==> config.mk <==
export PLATFORM = sky130hd
export DESIGN_NAME = mbiu_top
export DESIGN_NICKNAME = d
export VERILOG_FILES = /design/src/common/mbiu_pkg.sv /design/src/hw/mbiu_req_buf.sv /design/src/hw/mbiu_rd_issue.sv /design/src/hw/mbiu_rd_track.sv /design/src/hw/mbiu_top.sv
export SDC_FILE = /design/constraint.sdc
export NUM_CORES = 1
export LEC_CHECK = 0
export BUFFER_PORTS_ARGS = -buffer_cell sky130_fd_sc_hd__buf_2
export CAP_MARGIN = 10
export CELL_PAD_IN_SITES_DETAIL_PLACEMENT = 0
export CELL_PAD_IN_SITES_GLOBAL_PLACEMENT = 1
export CORE_UTILIZATION = 35
export DETAILED_ROUTE_END_ITERATION = 8
export PLACE_DENSITY = 0.73
export SKIP_CTS_REPAIR_TIMING = 1
export SLEW_MARGIN = 10
export SYNTH_ARGS = -nofsm -noshare
export SYNTH_HDL_FRONTEND = slang
export SYNTH_HIERARCHICAL = 1
export SYNTH_SLANG_ARGS = --single-unit
==> constraint.sdc <==
create_clock -name clk -period 4.5 [get_ports clk]
set_input_delay 0.45 -clock clk [delete_from_list [all_inputs] [get_ports clk]]
set_output_delay 0.45 -clock clk [all_outputs]
set_load 0.01 [all_outputs]
==> src/common/mbiu_pkg.sv <==
`default_nettype none

package mbiu_pkg;

   // ----------------------------------------------------------------------
   // bus and field widths
   // ----------------------------------------------------------------------
   localparam int ADDR_W    = 32;
   localparam int DATA_W    = 64;
   localparam int ID_W      = 3;
   localparam int TAG_W     = 5;
   // byte lane within one 64 bit beat
   localparam int OFFS_W    = 3;
   // port 0 data, port 1 instruction
   localparam int NUM_PORTS = 2;

   // ----------------------------------------------------------------------
   // vector types
   // ----------------------------------------------------------------------
   typedef logic [ADDR_W-1:0] addr_t;
   typedef logic [DATA_W-1:0] data_t;
   typedef logic [ID_W-1:0]   axi_id_t;
   // destination register of the load
   typedef logic [TAG_W-1:0]  tag_t;
   // 0 byte, 1 half, 2 word, 3 double
   typedef logic [1:0]        size_t;
   typedef logic [OFFS_W-1:0] offs_t;
   // [0] privileged, [1] non-secure, [2] instruction
   typedef logic [2:0]        prot_t;

   // ----------------------------------------------------------------------
   // fixed AR field values
   // ----------------------------------------------------------------------
   // highest id reserved for port 0, forces in-order return
   localparam axi_id_t    ID_PORT0     = axi_id_t'(2**ID_W - 1);
   // 8 bytes per beat
   localparam logic [2:0] ARSIZE_BEAT  = 3'd3;
   // single beat only
   localparam logic [7:0] ARLEN_SINGLE = 8'd0;
   localparam logic [1:0] ARBURST_INCR = 2'd1;
   // bufferable
   localparam logic [3:0] ARCACHE_BUF  = 4'd1;
   localparam prot_t      PROT_DATA    = 3'd0;
   localparam prot_t      PROT_INST    = 3'd4;

endpackage

`default_nettype wire

==> src/hw/mbiu_req_buf.sv <==
`timescale 1ns/1ps
`default_nettype none

module mbiu_req_buf (
   input  logic              clk,
   input  logic              rstn,
   // core side
   input  logic              in_val,
   output logic              in_rdy,
   input  mbiu_pkg::addr_t   in_addr,
   input  mbiu_pkg::tag_t    in_tag,
   input  mbiu_pkg::size_t   in_size,
   input  logic              in_signed,
   // arbiter side
   output logic              out_val,
   input  logic              out_rdy,
   output mbiu_pkg::addr_t   out_addr,
   output mbiu_pkg::tag_t    out_tag,
   output mbiu_pkg::size_t   out_size,
   output logic              out_signed
);

   // empty, or drained this cycle
   assign in_rdy = !out_val || out_rdy;

   // valid flag
   always_ff @(posedge clk) begin
      if (!rstn) begin
         out_val <= 1'b0;
      end else if (in_rdy) begin
         out_val <= in_val;
      end
   end

   // payload, held under back-pressure
   always_ff @(posedge clk) begin
      if (in_val && in_rdy) begin
         out_addr   <= in_addr;
         out_tag    <= in_tag;
         out_size   <= in_size;
         out_signed <= in_signed;
      end
   end

endmodule

`default_nettype wire

==> src/hw/mbiu_rd_issue.sv <==
`timescale 1ns/1ps
`default_nettype none

module mbiu_rd_issue (
   input  logic                clk,
   input  logic                rstn,
   // port 0 request buffer
   input  logic                buf0_val,
   output logic                buf0_rdy,
   input  mbiu_pkg::addr_t     buf0_addr,
   input  mbiu_pkg::tag_t      buf0_tag,
   input  mbiu_pkg::size_t     buf0_size,
   input  logic                buf0_signed,
   // port 1 request buffer
   input  logic                buf1_val,
   output logic                buf1_rdy,
   input  mbiu_pkg::addr_t     buf1_addr,
   input  mbiu_pkg::tag_t      buf1_tag,
   input  mbiu_pkg::size_t     buf1_size,
   input  logic                buf1_signed,
   // from tracking
   input  logic                port0_space,
   input  logic                port1_done,
   // AXI read address channel
   output logic                arvalid,
   input  logic                arready,
   output mbiu_pkg::axi_id_t   arid,
   output mbiu_pkg::addr_t     araddr,
   output logic [7:0]          arlen,
   output logic [2:0]          arsize,
   output logic [1:0]          arburst,
   output logic [3:0]          arcache,
   output mbiu_pkg::prot_t     arprot,
   // grant report to tracking
   output logic                issue_val,
   output logic                issue_port,
   output mbiu_pkg::axi_id_t   issue_id,
   output mbiu_pkg::offs_t     issue_offs,
   output mbiu_pkg::tag_t      issue_tag,
   output mbiu_pkg::size_t     issue_size,
   output logic                issue_signed
);

   // port 1 may use every id but the reserved one
   localparam int P1_MAX_OT = 2**mbiu_pkg::ID_W - 1;
   localparam mbiu_pkg::axi_id_t P1_LAST_ID = mbiu_pkg::axi_id_t'(P1_MAX_OT - 1);
   localparam mbiu_pkg::axi_id_t P1_MAX_CNT = mbiu_pkg::axi_id_t'(P1_MAX_OT);

   logic              ar_free;
   logic              cand0;
   logic              cand1;
   logic              grant0;
   logic              grant1;
   logic              prio1;
   mbiu_pkg::axi_id_t p1_id;
   mbiu_pkg::axi_id_t p1_ot;
   mbiu_pkg::addr_t   sel_addr;

   // ----------------------------------------------------------------------
   // round robin arbitration
   // ----------------------------------------------------------------------
   // AR register free now or emptied this cycle
   assign ar_free  = !arvalid || arready;
   assign cand0    = buf0_val && port0_space;
   assign cand1    = buf1_val && (p1_ot < P1_MAX_CNT);
   // prio1 set means port 1 wins a tie
   assign grant0   = ar_free && cand0 && (!prio1 || !cand1);
   assign grant1   = ar_free && cand1 && (prio1 || !cand0);
   assign buf0_rdy = grant0;
   assign buf1_rdy = grant1;

   // grant info to tracking
   assign sel_addr     = grant1 ? buf1_addr : buf0_addr;
   assign issue_val    = grant0 || grant1;
   assign issue_port   = grant1;
   assign issue_id     = grant1 ? p1_id : mbiu_pkg::ID_PORT0;
   assign issue_offs   = sel_addr[mbiu_pkg::OFFS_W-1:0];
   assign issue_tag    = grant1 ? buf1_tag : buf0_tag;
   assign issue_size   = grant1 ? buf1_size : buf0_size;
   assign issue_signed = grant1 ? buf1_signed : buf0_signed;

   // priority flip, port 1 id counter, port 1 in-flight count
   always_ff @(posedge clk) begin
      if (!rstn) begin
         prio1 <= 1'b0;
         p1_id <= '0;
         p1_ot <= '0;
      end else begin
         if (grant0) begin
            prio1 <= 1'b1;
         end else if (grant1) begin
            prio1 <= 1'b0;
         end
         // ids 0 to 6, wrap
         if (grant1) begin
            p1_id <= (p1_id == P1_LAST_ID) ? '0 : p1_id + 1'b1;
         end
         case ({grant1, port1_done})
            2'b10:   p1_ot <= p1_ot + 1'b1;
            2'b01:   p1_ot <= p1_ot - 1'b1;
            default: p1_ot <= p1_ot;
         endcase
      end
   end

   // ----------------------------------------------------------------------
   // AR output register
   // ----------------------------------------------------------------------
   always_ff @(posedge clk) begin
      if (!rstn) begin
         arvalid <= 1'b0;
      end else if (issue_val) begin
         arvalid <= 1'b1;
      end else if (arready) begin
         arvalid <= 1'b0;
      end
   end

   always_ff @(posedge clk) begin
      if (issue_val) begin
         arid   <= issue_id;
         araddr <= sel_addr;
         arprot <= grant1 ? mbiu_pkg::PROT_INST : mbiu_pkg::PROT_DATA;
      end
   end

   // single incr beat, full bus width
   assign arlen   = mbiu_pkg::ARLEN_SINGLE;
   assign arsize  = mbiu_pkg::ARSIZE_BEAT;
   assign arburst = mbiu_pkg::ARBURST_INCR;
   assign arcache = mbiu_pkg::ARCACHE_BUF;

endmodule

`default_nettype wire

==> src/hw/mbiu_rd_track.sv <==
`timescale 1ns/1ps
`default_nettype none

module mbiu_rd_track #(
   parameter int PORT0_MAX_OT = 4
) (
   input  logic                clk,
   input  logic                rstn,
   // grant report
   input  logic                issue_val,
   input  logic                issue_port,
   input  mbiu_pkg::axi_id_t   issue_id,
   input  mbiu_pkg::offs_t     issue_offs,
   input  mbiu_pkg::tag_t      issue_tag,
   input  mbiu_pkg::size_t     issue_size,
   input  logic                issue_signed,
   output logic                port0_space,
   output logic                port1_done,
   // AXI read data channel
   input  logic                rvalid,
   output logic                rready,
   input  mbiu_pkg::axi_id_t   rid,
   input  mbiu_pkg::data_t     rdata,
   // port 0 response
   output logic                rsp0_val,
   input  logic                rsp0_rdy,
   output mbiu_pkg::data_t     rsp0_data,
   output mbiu_pkg::tag_t      rsp0_tag,
   output mbiu_pkg::size_t     rsp0_size,
   output logic                rsp0_signed,
   // port 1 response
   output logic                rsp1_val,
   input  logic                rsp1_rdy,
   output mbiu_pkg::data_t     rsp1_data,
   output mbiu_pkg::tag_t      rsp1_tag,
   output mbiu_pkg::size_t     rsp1_size,
   output logic                rsp1_signed
);

   localparam int PTR_W = (PORT0_MAX_OT > 1) ? $clog2(PORT0_MAX_OT) : 1;
   localparam int CNT_W = $clog2(PORT0_MAX_OT + 1);
   localparam logic [PTR_W-1:0] LAST_PTR = PTR_W'(PORT0_MAX_OT - 1);
   localparam logic [CNT_W-1:0] FULL_CNT = CNT_W'(PORT0_MAX_OT);
   localparam int P1_ENTRIES = 2**mbiu_pkg::ID_W;

   // port 0 in-order queue
   mbiu_pkg::offs_t   p0_offs   [PORT0_MAX_OT];
   mbiu_pkg::tag_t    p0_tag    [PORT0_MAX_OT];
   mbiu_pkg::size_t   p0_size   [PORT0_MAX_OT];
   logic              p0_signed [PORT0_MAX_OT];
   logic [PTR_W-1:0]  wr_ptr;
   logic [PTR_W-1:0]  rd_ptr;
   logic [CNT_W-1:0]  p0_cnt;
   logic              p0_push;
   logic              p0_pop;

   // port 1 table, indexed by id
   mbiu_pkg::offs_t   p1_offs   [P1_ENTRIES];
   mbiu_pkg::tag_t    p1_tag    [P1_ENTRIES];
   mbiu_pkg::size_t   p1_size   [P1_ENTRIES];
   logic              p1_signed [P1_ENTRIES];

   logic              is_p0;
   mbiu_pkg::offs_t   rsp_offs;
   mbiu_pkg::data_t   shifted;

   // ----------------------------------------------------------------------
   // read info store
   // ----------------------------------------------------------------------
   assign p0_push     = issue_val && !issue_port;
   assign p0_pop      = rvalid && is_p0 && rsp0_rdy;
   assign port0_space = (p0_cnt != FULL_CNT);

   always_ff @(posedge clk) begin
      if (p0_push) begin
         p0_offs[wr_ptr]   <= issue_offs;
         p0_tag[wr_ptr]    <= issue_tag;
         p0_size[wr_ptr]   <= issue_size;
         p0_signed[wr_ptr] <= issue_signed;
      end
      if (issue_val && issue_port) begin
         p1_offs[issue_id]   <= issue_offs;
         p1_tag[issue_id]    <= issue_tag;
         p1_size[issue_id]   <= issue_size;
         p1_signed[issue_id] <= issue_signed;
      end
   end

   // queue pointers and fill level
   always_ff @(posedge clk) begin
      if (!rstn) begin
         wr_ptr <= '0;
         rd_ptr <= '0;
         p0_cnt <= '0;
      end else begin
         if (p0_push) begin
            wr_ptr <= (wr_ptr == LAST_PTR) ? '0 : wr_ptr + 1'b1;
         end
         if (p0_pop) begin
            rd_ptr <= (rd_ptr == LAST_PTR) ? '0 : rd_ptr + 1'b1;
         end
         case ({p0_push, p0_pop})
            2'b10:   p0_cnt <= p0_cnt + 1'b1;
            2'b01:   p0_cnt <= p0_cnt - 1'b1;
            default: p0_cnt <= p0_cnt;
         endcase
      end
   end

   // ----------------------------------------------------------------------
   // R routing and alignment
   // ----------------------------------------------------------------------
   // reserved id marks port 0
   assign is_p0      = (rid == mbiu_pkg::ID_PORT0);
   assign rready     = is_p0 ? rsp0_rdy : rsp1_rdy;
   assign port1_done = rvalid && !is_p0 && rsp1_rdy;

   // requested bytes down to bit 0
   assign rsp_offs = is_p0 ? p0_offs[rd_ptr] : p1_offs[rid];
   assign shifted  = rdata >> {rsp_offs, 3'b000};

   assign rsp0_val    = rvalid && is_p0;
   assign rsp0_data   = shifted;
   assign rsp0_tag    = p0_tag[rd_ptr];
   assign rsp0_size   = p0_size[rd_ptr];
   assign rsp0_signed = p0_signed[rd_ptr];

   assign rsp1_val    = rvalid && !is_p0;
   assign rsp1_data   = shifted;
   assign rsp1_tag    = p1_tag[rid];
   assign rsp1_size   = p1_size[rid];
   assign rsp1_signed = p1_signed[rid];

endmodule

`default_nettype wire

==> src/hw/mbiu_top.sv <==
`timescale 1ns/1ps
`default_nettype none

module mbiu_top #(
   parameter int PORT0_MAX_OT = 4
) (
   input  logic                clk,
   input  logic                rstn,
   // port 0 request, data side
   input  logic                req0_val,
   output logic                req0_rdy,
   input  mbiu_pkg::addr_t     req0_addr,
   input  mbiu_pkg::tag_t      req0_tag,
   input  mbiu_pkg::size_t     req0_size,
   input  logic                req0_signed,
   // port 1 request, instruction side
   input  logic                req1_val,
   output logic                req1_rdy,
   input  mbiu_pkg::addr_t     req1_addr,
   input  mbiu_pkg::tag_t      req1_tag,
   input  mbiu_pkg::size_t     req1_size,
   input  logic                req1_signed,
   // port 0 response
   output logic                rsp0_val,
   input  logic                rsp0_rdy,
   output mbiu_pkg::data_t     rsp0_data,
   output mbiu_pkg::tag_t      rsp0_tag,
   output mbiu_pkg::size_t     rsp0_size,
   output logic                rsp0_signed,
   // port 1 response
   output logic                rsp1_val,
   input  logic                rsp1_rdy,
   output mbiu_pkg::data_t     rsp1_data,
   output mbiu_pkg::tag_t      rsp1_tag,
   output mbiu_pkg::size_t     rsp1_size,
   output logic                rsp1_signed,
   // AXI read address channel
   output logic                arvalid,
   input  logic                arready,
   output mbiu_pkg::axi_id_t   arid,
   output mbiu_pkg::addr_t     araddr,
   output logic [7:0]          arlen,
   output logic [2:0]          arsize,
   output logic [1:0]          arburst,
   output logic [3:0]          arcache,
   output mbiu_pkg::prot_t     arprot,
   // AXI read data channel, rlast unused for single beats
   input  logic                rvalid,
   output logic                rready,
   input  mbiu_pkg::axi_id_t   rid,
   input  mbiu_pkg::data_t     rdata,
   input  logic                rlast
);

   localparam int NP = mbiu_pkg::NUM_PORTS;

   // per port request, core side
   logic [NP-1:0]     req_val;
   logic [NP-1:0]     req_rdy;
   logic [NP-1:0]     req_signed;
   mbiu_pkg::addr_t   req_addr [NP];
   mbiu_pkg::tag_t    req_tag  [NP];
   mbiu_pkg::size_t   req_size [NP];

   // per port request, arbiter side
   logic [NP-1:0]     buf_val;
   logic [NP-1:0]     buf_rdy;
   logic [NP-1:0]     buf_signed;
   mbiu_pkg::addr_t   buf_addr [NP];
   mbiu_pkg::tag_t    buf_tag  [NP];
   mbiu_pkg::size_t   buf_size [NP];

   // issue to tracking
   logic              issue_val;
   logic              issue_port;
   mbiu_pkg::axi_id_t issue_id;
   mbiu_pkg::offs_t   issue_offs;
   mbiu_pkg::tag_t    issue_tag;
   mbiu_pkg::size_t   issue_size;
   logic              issue_signed;
   logic              port0_space;
   logic              port1_done;

   assign req_val    = {req1_val, req0_val};
   assign req_signed = {req1_signed, req0_signed};
   assign req_addr   = '{req0_addr, req1_addr};
   assign req_tag    = '{req0_tag, req1_tag};
   assign req_size   = '{req0_size, req1_size};
   assign req0_rdy   = req_rdy[0];
   assign req1_rdy   = req_rdy[1];

   // ----------------------------------------------------------------------
   // one request buffer per core port
   // ----------------------------------------------------------------------
   for (genvar p = 0; p < NP; p++) begin : g_req_buf
      mbiu_req_buf u_req_buf (
         .clk        (clk),
         .rstn       (rstn),
         .in_val     (req_val[p]),
         .in_rdy     (req_rdy[p]),
         .in_addr    (req_addr[p]),
         .in_tag     (req_tag[p]),
         .in_size    (req_size[p]),
         .in_signed  (req_signed[p]),
         .out_val    (buf_val[p]),
         .out_rdy    (buf_rdy[p]),
         .out_addr   (buf_addr[p]),
         .out_tag    (buf_tag[p]),
         .out_size   (buf_size[p]),
         .out_signed (buf_signed[p])
      );
   end

   // ----------------------------------------------------------------------
   // arbitration and AR
   // ----------------------------------------------------------------------
   mbiu_rd_issue u_rd_issue (
      .clk          (clk),
      .rstn         (rstn),
      .buf0_val     (buf_val[0]),
      .buf0_rdy     (buf_rdy[0]),
      .buf0_addr    (buf_addr[0]),
      .buf0_tag     (buf_tag[0]),
      .buf0_size    (buf_size[0]),
      .buf0_signed  (buf_signed[0]),
      .buf1_val     (buf_val[1]),
      .buf1_rdy     (buf_rdy[1]),
      .buf1_addr    (buf_addr[1]),
      .buf1_tag     (buf_tag[1]),
      .buf1_size    (buf_size[1]),
      .buf1_signed  (buf_signed[1]),
      .port0_space  (port0_space),
      .port1_done   (port1_done),
      .arvalid      (arvalid),
      .arready      (arready),
      .arid         (arid),
      .araddr       (araddr),
      .arlen        (arlen),
      .arsize       (arsize),
      .arburst      (arburst),
      .arcache      (arcache),
      .arprot       (arprot),
      .issue_val    (issue_val),
      .issue_port   (issue_port),
      .issue_id     (issue_id),
      .issue_offs   (issue_offs),
      .issue_tag    (issue_tag),
      .issue_size   (issue_size),
      .issue_signed (issue_signed)
   );

   // ----------------------------------------------------------------------
   // read info and R return path
   // ----------------------------------------------------------------------
   mbiu_rd_track #(
      .PORT0_MAX_OT (PORT0_MAX_OT)
   ) u_rd_track (
      .clk          (clk),
      .rstn         (rstn),
      .issue_val    (issue_val),
      .issue_port   (issue_port),
      .issue_id     (issue_id),
      .issue_offs   (issue_offs),
      .issue_tag    (issue_tag),
      .issue_size   (issue_size),
      .issue_signed (issue_signed),
      .port0_space  (port0_space),
      .port1_done   (port1_done),
      .rvalid       (rvalid),
      .rready       (rready),
      .rid          (rid),
      .rdata        (rdata),
      .rsp0_val     (rsp0_val),
      .rsp0_rdy     (rsp0_rdy),
      .rsp0_data    (rsp0_data),
      .rsp0_tag     (rsp0_tag),
      .rsp0_size    (rsp0_size),
      .rsp0_signed  (rsp0_signed),
      .rsp1_val     (rsp1_val),
      .rsp1_rdy     (rsp1_rdy),
      .rsp1_data    (rsp1_data),
      .rsp1_tag     (rsp1_tag),
      .rsp1_size    (rsp1_size),
      .rsp1_signed  (rsp1_signed)
   );

endmodule

`default_nettype wire

# Word level (Yosys, flattened, before mapping)

Memory sizes are Yosys's and may differ from the RTL's. A register that Yosys moved wholly into a read port is not among the register bits.
Cells that the tools add are included.

Flip-flop bits (word level): 135
Memory bits (writable): 132
Bits of input ports: 156
Output and inout port bits: 205
Memories kept: 8

Add/sub/neg operators: 7
Order comparisons: 1
Equal/unequal tests: 9
Shift-type cells: 1
Mux-type cells: 29
Reduce and logical (&&, ||, !) cells: 32

Memory list:

| memory             | words | width | rd ports | clocked after memory_dff | write ports | RTL line            | source |
|---|---|---|---|---|---|---|---|
| u_rd_track.p1_tag  | 8     | 5     | 1        | 0                        | 1           | mbiu_rd_track.sv:59 | `mbiu_pkg::tag_t p1_tag [P1_ENTRIES];` |
| u_rd_track.p1_offs | 8     | 3     | 1        | 0                        | 1           | mbiu_rd_track.sv:58 | `mbiu_pkg::offs_t p1_offs [P1_ENTRIES];` |
| u_rd_track.p0_tag  | 4     | 5     | 1        | 1                        | 1           | mbiu_rd_track.sv:48 | `mbiu_pkg::tag_t p0_tag [PORT0_MAX_OT];` |
| u_rd_track.p1_size | 8     | 2     | 1        | 0                        | 1           | mbiu_rd_track.sv:60 | `mbiu_pkg::size_t p1_size [P1_ENTRIES];` |
| u_rd_track.p0_offs | 4     | 3     | 1        | 1                        | 1           | mbiu_rd_track.sv:47 | `mbiu_pkg::offs_t p0_offs [PORT0_MAX_OT];` |
| u_rd_track.p0_size | 4     | 2     | 1        | 1                        | 1           | mbiu_rd_track.sv:49 | `mbiu_pkg::size_t p0_size [PORT0_MAX_OT];` |
| 2 more memories    | --    | --    | --       | --                       | --          | --                  |  |

Operators with widths:

| kind                                                               | number |
|---|---|
| 64-bit by 6-bit >> shifter with 64-bit output                      | 1 |
| 32-bit 2-to-1 mux                                                  | 1 |
| 2-bit 2-to-1 mux                                                   | 11 |
| 1-bit logical AND                                                  | 14 |
| 3-bit 2-to-1 mux                                                   | 4 |
| 3-bit one-hot mux with 2 select lines                              | 2 |
| 1-bit 2-to-1 mux                                                   | 10 |
| 3-bit by 1-bit adder with 3-bit output, second input constant      | 3 |
| 2-bit == test, second input constant                               | 4 |
| 1-bit zero test                                                    | 8 |
| 2-bit nonzero test                                                 | 4 |
| 3-bit == test, second input constant                               | 2 |
| 1-bit logical OR                                                   | 6 |
| 3-bit by 1-bit subtractor with 3-bit output, second input constant | 2 |
| 5-bit 2-to-1 mux                                                   | 1 |
| 2-bit by 1-bit adder with 2-bit output, second input constant      | 2 |
| 2-bit by 1-bit == test with 1-bit output, second input constant    | 2 |
| 3-bit less-than comparator, second input constant                  | 1 |
| 3-bit != test, second input constant                               | 1 |

# Longest topological paths before layout

Depth in word-level cells: 9
Depth in mapped cells: 15
Mapped depth without buffers: 13

# Hierarchy

Netlist, hierarchy kept.

Modules (own cells, without submodules):

| module        | instances | cells an instance | area an instance (um^2) | sequential area each (um^2) |
|---|---|---|---|---|
| mbiu_rd_track | 1         | 571               | 7742.4                  | 4083.9 |
| mbiu_req_buf  | 2         | 45                | 1258.7                  | 1221.2 |
| mbiu_rd_issue | 1         | 248               | 2265.9                  | 1241.2 |

# Worst setup path after synthesis

OpenSTA, ideal clock, no wires.

Path kind: flip-flop to flip-flop
From: register u_rd_track.p0_cnt[0]
To: memory u_rd_track/p1_offs[2][0] (netlist name) (enable)
Library setup time: 0.393 ns
Data arrival time: 3.599 ns
Required time: 4.107 ns
Slack: 0.508 ns
Stages on the path, launching flop included: 8
Path buffers: 0
Period minus slack after synthesis: 3.992 ns
Cells stage by stage: dfxtp_1 > inv_1 > nand3_1 > nand2_1 > a21boi_0 > nor2_1 > nand3_1 > nor3_1

Longest elaborated chain between the ends: 9
Elaborated cells between the ends (all ways): 12
Those cells by class: eq/ne: 1; mux: 3; reduce/logical: 8

Ends and longest elaborated chain:

| what                                       | RTL line             | source |
|---|---|---|
| start: declaration                         | mbiu_rd_track.sv:53  | `logic [CNT_W-1:0] p0_cnt;` |
| start signal: assignment                   | mbiu_rd_track.sv:103 | `2'b10: p0_cnt <= p0_cnt + 1'b1;` |
| start signal: assignment                   | mbiu_rd_track.sv:104 | `2'b01: p0_cnt <= p0_cnt - 1'b1;` |
| start signal: assignment                   | mbiu_rd_track.sv:105 | `default: p0_cnt <= p0_cnt;` |
| 3-bit != test (*)                          | mbiu_rd_track.sv:72  | `assign port0_space = (p0_cnt != FULL_CNT);` |
| via port0_space                            | mbiu_top.sv:81       | `logic port0_space;` |
| 1-bit logical AND (*)                      | mbiu_rd_issue.sv:64  | `assign cand0 = buf0_val && port0_space;` |
| 1-bit zero test                            | mbiu_rd_issue.sv:68  | `assign grant1 = ar_free && cand1 && (prio1 \|\| !cand0);` |
| 1-bit logical OR                           | mbiu_rd_issue.sv:68  |  |
| 1-bit logical AND                          | mbiu_rd_issue.sv:68  |  |
| 1-bit logical OR (*)                       | mbiu_rd_issue.sv:74  | `assign issue_val = grant0 \|\| grant1;` |
| via issue_val                              | mbiu_top.sv:74       | `logic issue_val;` |
| 1-bit logical AND (*)                      | mbiu_rd_track.sv:81  | `if (issue_val && issue_port) begin` |
| 1-bit 2-to-1 mux (*)                       | mbiu_rd_track.sv:81  |  |
| 1-bit 2-to-1 mux (implied by the code) (*) | mbiu_rd_track.sv:82  | `p1_offs[issue_id] <= issue_offs;` |
| end: declaration                           | mbiu_rd_track.sv:58  |  |

The timed path passes the listed nets; every way through them passes the cells marked *.

==> results.txt <==
Max Cap Violations - 0
CP Capture Type - primary output
Post-synth EDFFs - 246
Most Crowded Layer GR - met2
Site Rows - 68
share of cells above drive strength 1 - 0.410
first-pass GRT wire length - 47.6 mm
DR vias - 8167
minimum period implied by the final worst setup slack - 4.03 ns
critical setup path kind - flop to primary output
status - complete, no violations
Routed Antenna Nets - 0
FMAX - 248 MHz
area of the multi-input gates - 3850 um2
top cells by area, synth - edfxtp_1 59%, buf_4 5.9%, nand2_1 5.0%
GR Util met3 - 0.0466
startpoint types - flop
worst hold path class - input port to flop
met2 usage in global routing - 0.293
Crit Path Max Fanout - 10
largest net degree at the start of global routing - 47
Synth Register Bits - 265
Core Util, Final - 0.434
Synth-to-Final Area Change - 20.9%
post-synthesis cell count - 909
Ys Warns - 6
GRT Overall Usage - 0.171
RSZ-0062 raised after global routing - false
crit path DAT - 3.58 ns
peak supply drop - 0.326 mV
Ports - 361
Leak Pwr - 6.22 nW
Total Neg Setup Slack - 0 ns
vias in the first global route - 8219
r2r setup slk - 1.48 ns
WHS Path Cells - 1
post-synth top area cell - edfxtp_1
top_reg_cell synth - edfxtp_1
compound-gate portion of the synthesized area - 0.0680
Final period util - 0.895
Data required, critical path - 4.05 ns
synthesized area per cell - 13.8 um2
Initial Utilization - 0.359
gpl congestion - 0.990
Worst Hold End - g_req_buf[0].u_req_buf/out_addr[25]
Synth Area in XOR/XNOR - 0.00320
clock slew at reported path FFs - 0.06 ns
CTS H-tree depth - 1
Post-synth ARST share - 0
IO Port Bufs - 340
core area - 34900 um2
most frequent cells in the layout - 340 x buf_2, 246 x edfxtp_1, 167 x nand2_1
die extent in x - 191 um
Pwr Total - 6.40 mW
Slew Viols, Final - 0
r2r endpoint - u_rd_track/p0_cnt[2]
Routed WL - 32.1 mm
mux cell area share after synthesis - 0.121
clock skew - 0.0214 ns
post-synthesis adder-cell area fraction - 0.00919
synthesized area - 12500 um2
vias per cell - 4.90
Slew HR - 0.285
PwrDens - 423 nW/um2
DR iter-0 viols - 421
initial antenna violation count - 2
DP HPWL - 23.3 mm
actual slew at the worst max-slew pin - 1.07 ns
met1 usage - 0.209
CTS tree - done
worst-case clock buffer depth - 3
Synth top area share - 0.590
synth unique cells - 73
Final Hold Fails - 0
drt drc - 0
final net count - 1355
main combinational cell family by area after synthesis - multiplexers
most common cell after layout, fill and taps aside - buf_2
grt total ovfl - 0
ANT cells - 0
DRT Pass-1 Iters - 4
register area - 7770 um2
Clk Latency, worst-skew pair - 0.55 ns
Die ar. - 36500 um2
Sink Count - 265
hold wc startpoint - req0_addr[25]
post-synthesis sequential area ratio - 0.620
CTS buffer count - 26
Die Height - 191 um
Clock Root Buffer - clkbuf_16
r2r startpoint - u_rd_track/p0_cnt[0]
layout filler cell count - 3248
worst reg2reg path depth - 14
Avg WL per Cell - 19.3 um
final setup fails - 0
simple-gate share of the synthesized area - 0.0983
critical path, stage by stage, from the launching register on:
cell      delay, ns
dfxtp_1        0.52
buf_4          0.24
mux2i_1        0.10
a222oi_1       0.52
o22ai_4        0.11
nor2b_1        0.79
buf_4          0.33
a32oi_1        0.11
nand2_1        0.14
buf_2          0.15
synthesized netlist by cell type (all sizes together) (3+ instances only):
cell type	count
edfxtp	246
nand2	167
buf	121
mux2	42
mux2i	38
nor2	30
mux4	28
o21ai	24
dfxtp	19
and2	17
a22oi	16
inv	16
clkbuf	11
nand2b	10
nor2b	10
nor3	9
a32oi	8
and3	8
a21boi	7
a21oi	7
nand3	7
ha	6
a22o	5
a32o	5
o211a	5
o22a	5
o2bb2ai	5
o22ai	4
a221oi	3
nand4	3
o221ai	3
power by group:
part	internal (mW)	switching [mW]	total, mW
clock	1.47	0.914	2.38
combinational	0.424	0.679	1.10
sequential	2.88	0.0428	2.92
total	4.77	1.64	6.40
worst max-delay path by stage:
stage                          endpoint  slack (ns)  depth (start not counted)
2_1_floorplan  u_rd_track/p1_offs[2][0]        0.51                          7
3_3_place_gp              rsp1_data[39]        0.64                          9
3_5_place_dp              rsp0_data[11]        0.60                          9
4_1_cts                   rsp0_data[11]        0.40                          9
5_1_grt                   rsp1_data[33]        0.26                          9
6_report                  rsp0_data[11]        0.47                          9
per-stage QoR:
step | instance area, um2 | std cells | hold WS, ns | worst slack, ns
2_1_floorplan | 12600 | 926 | 0.465 | 0.508
3_3_place_gp | 14200 | 1618 | 0.482 | 0.639
3_5_place_dp | 14200 | 1618 | 0.494 | 0.605
4_1_cts | 15100 | 1666 | 0.0535 | 0.404
5_1_grt | 15100 | 1666 | 0.0488 | 0.259
6_report | 15100 | 1666 | 0.0752 | 0.473
layout make-up:
cell class                      count  area share
Clock buffer                       27      0.0432
Clock inverter                     21      0.0204
Inverter                           16     0.00397
Multi-Input combinational cell    513       0.254
Sequential cell                   265       0.513
Tap cell                          455      0.0376
Timing Repair Buffer              369       0.128
state kept, by name, indices dropped and copies added (netlist names), 3 cells and up, named ones only:
register,count
g_req_buf.u_req_buf/out_addr,64
u_rd_track/p1_tag,40
u_rd_issue/araddr,32
u_rd_track/p1_offs,22
u_rd_track/p0_tag,20
u_rd_track/p1_size,16
u_rd_track/p0_offs,12
g_req_buf.u_req_buf/out_tag,10
u_rd_track/p0_size,8
u_rd_track/p1_signed,8
g_req_buf.u_req_buf/out_size,4
u_rd_track/p0_signed,4
u_rd_issue/arid,3
u_rd_issue/p1_id,3
u_rd_issue/p1_ot,3
u_rd_track/p0_cnt,3
cells by family after synthesis:
| group | count (synthesis) |
|---|---|
| and+or+nand+nor | 269 |
| DFF | 265 |
| buffers and inverters | 148 |
| muxes | 108 |
| AOI/OAI and AO/OA | 106 |
| adders and majority gates | 8 |
| xor gates and xnor gates | 3 |
| other | 2 |
layer usage:
layer  routed length (um)  vias up
li1                     -     3832
met1                12900     3940
met2                15700      337
met3                 2590       54
met4                  832        4
met5                   23        -
Power figures use the tool's default switching activity.
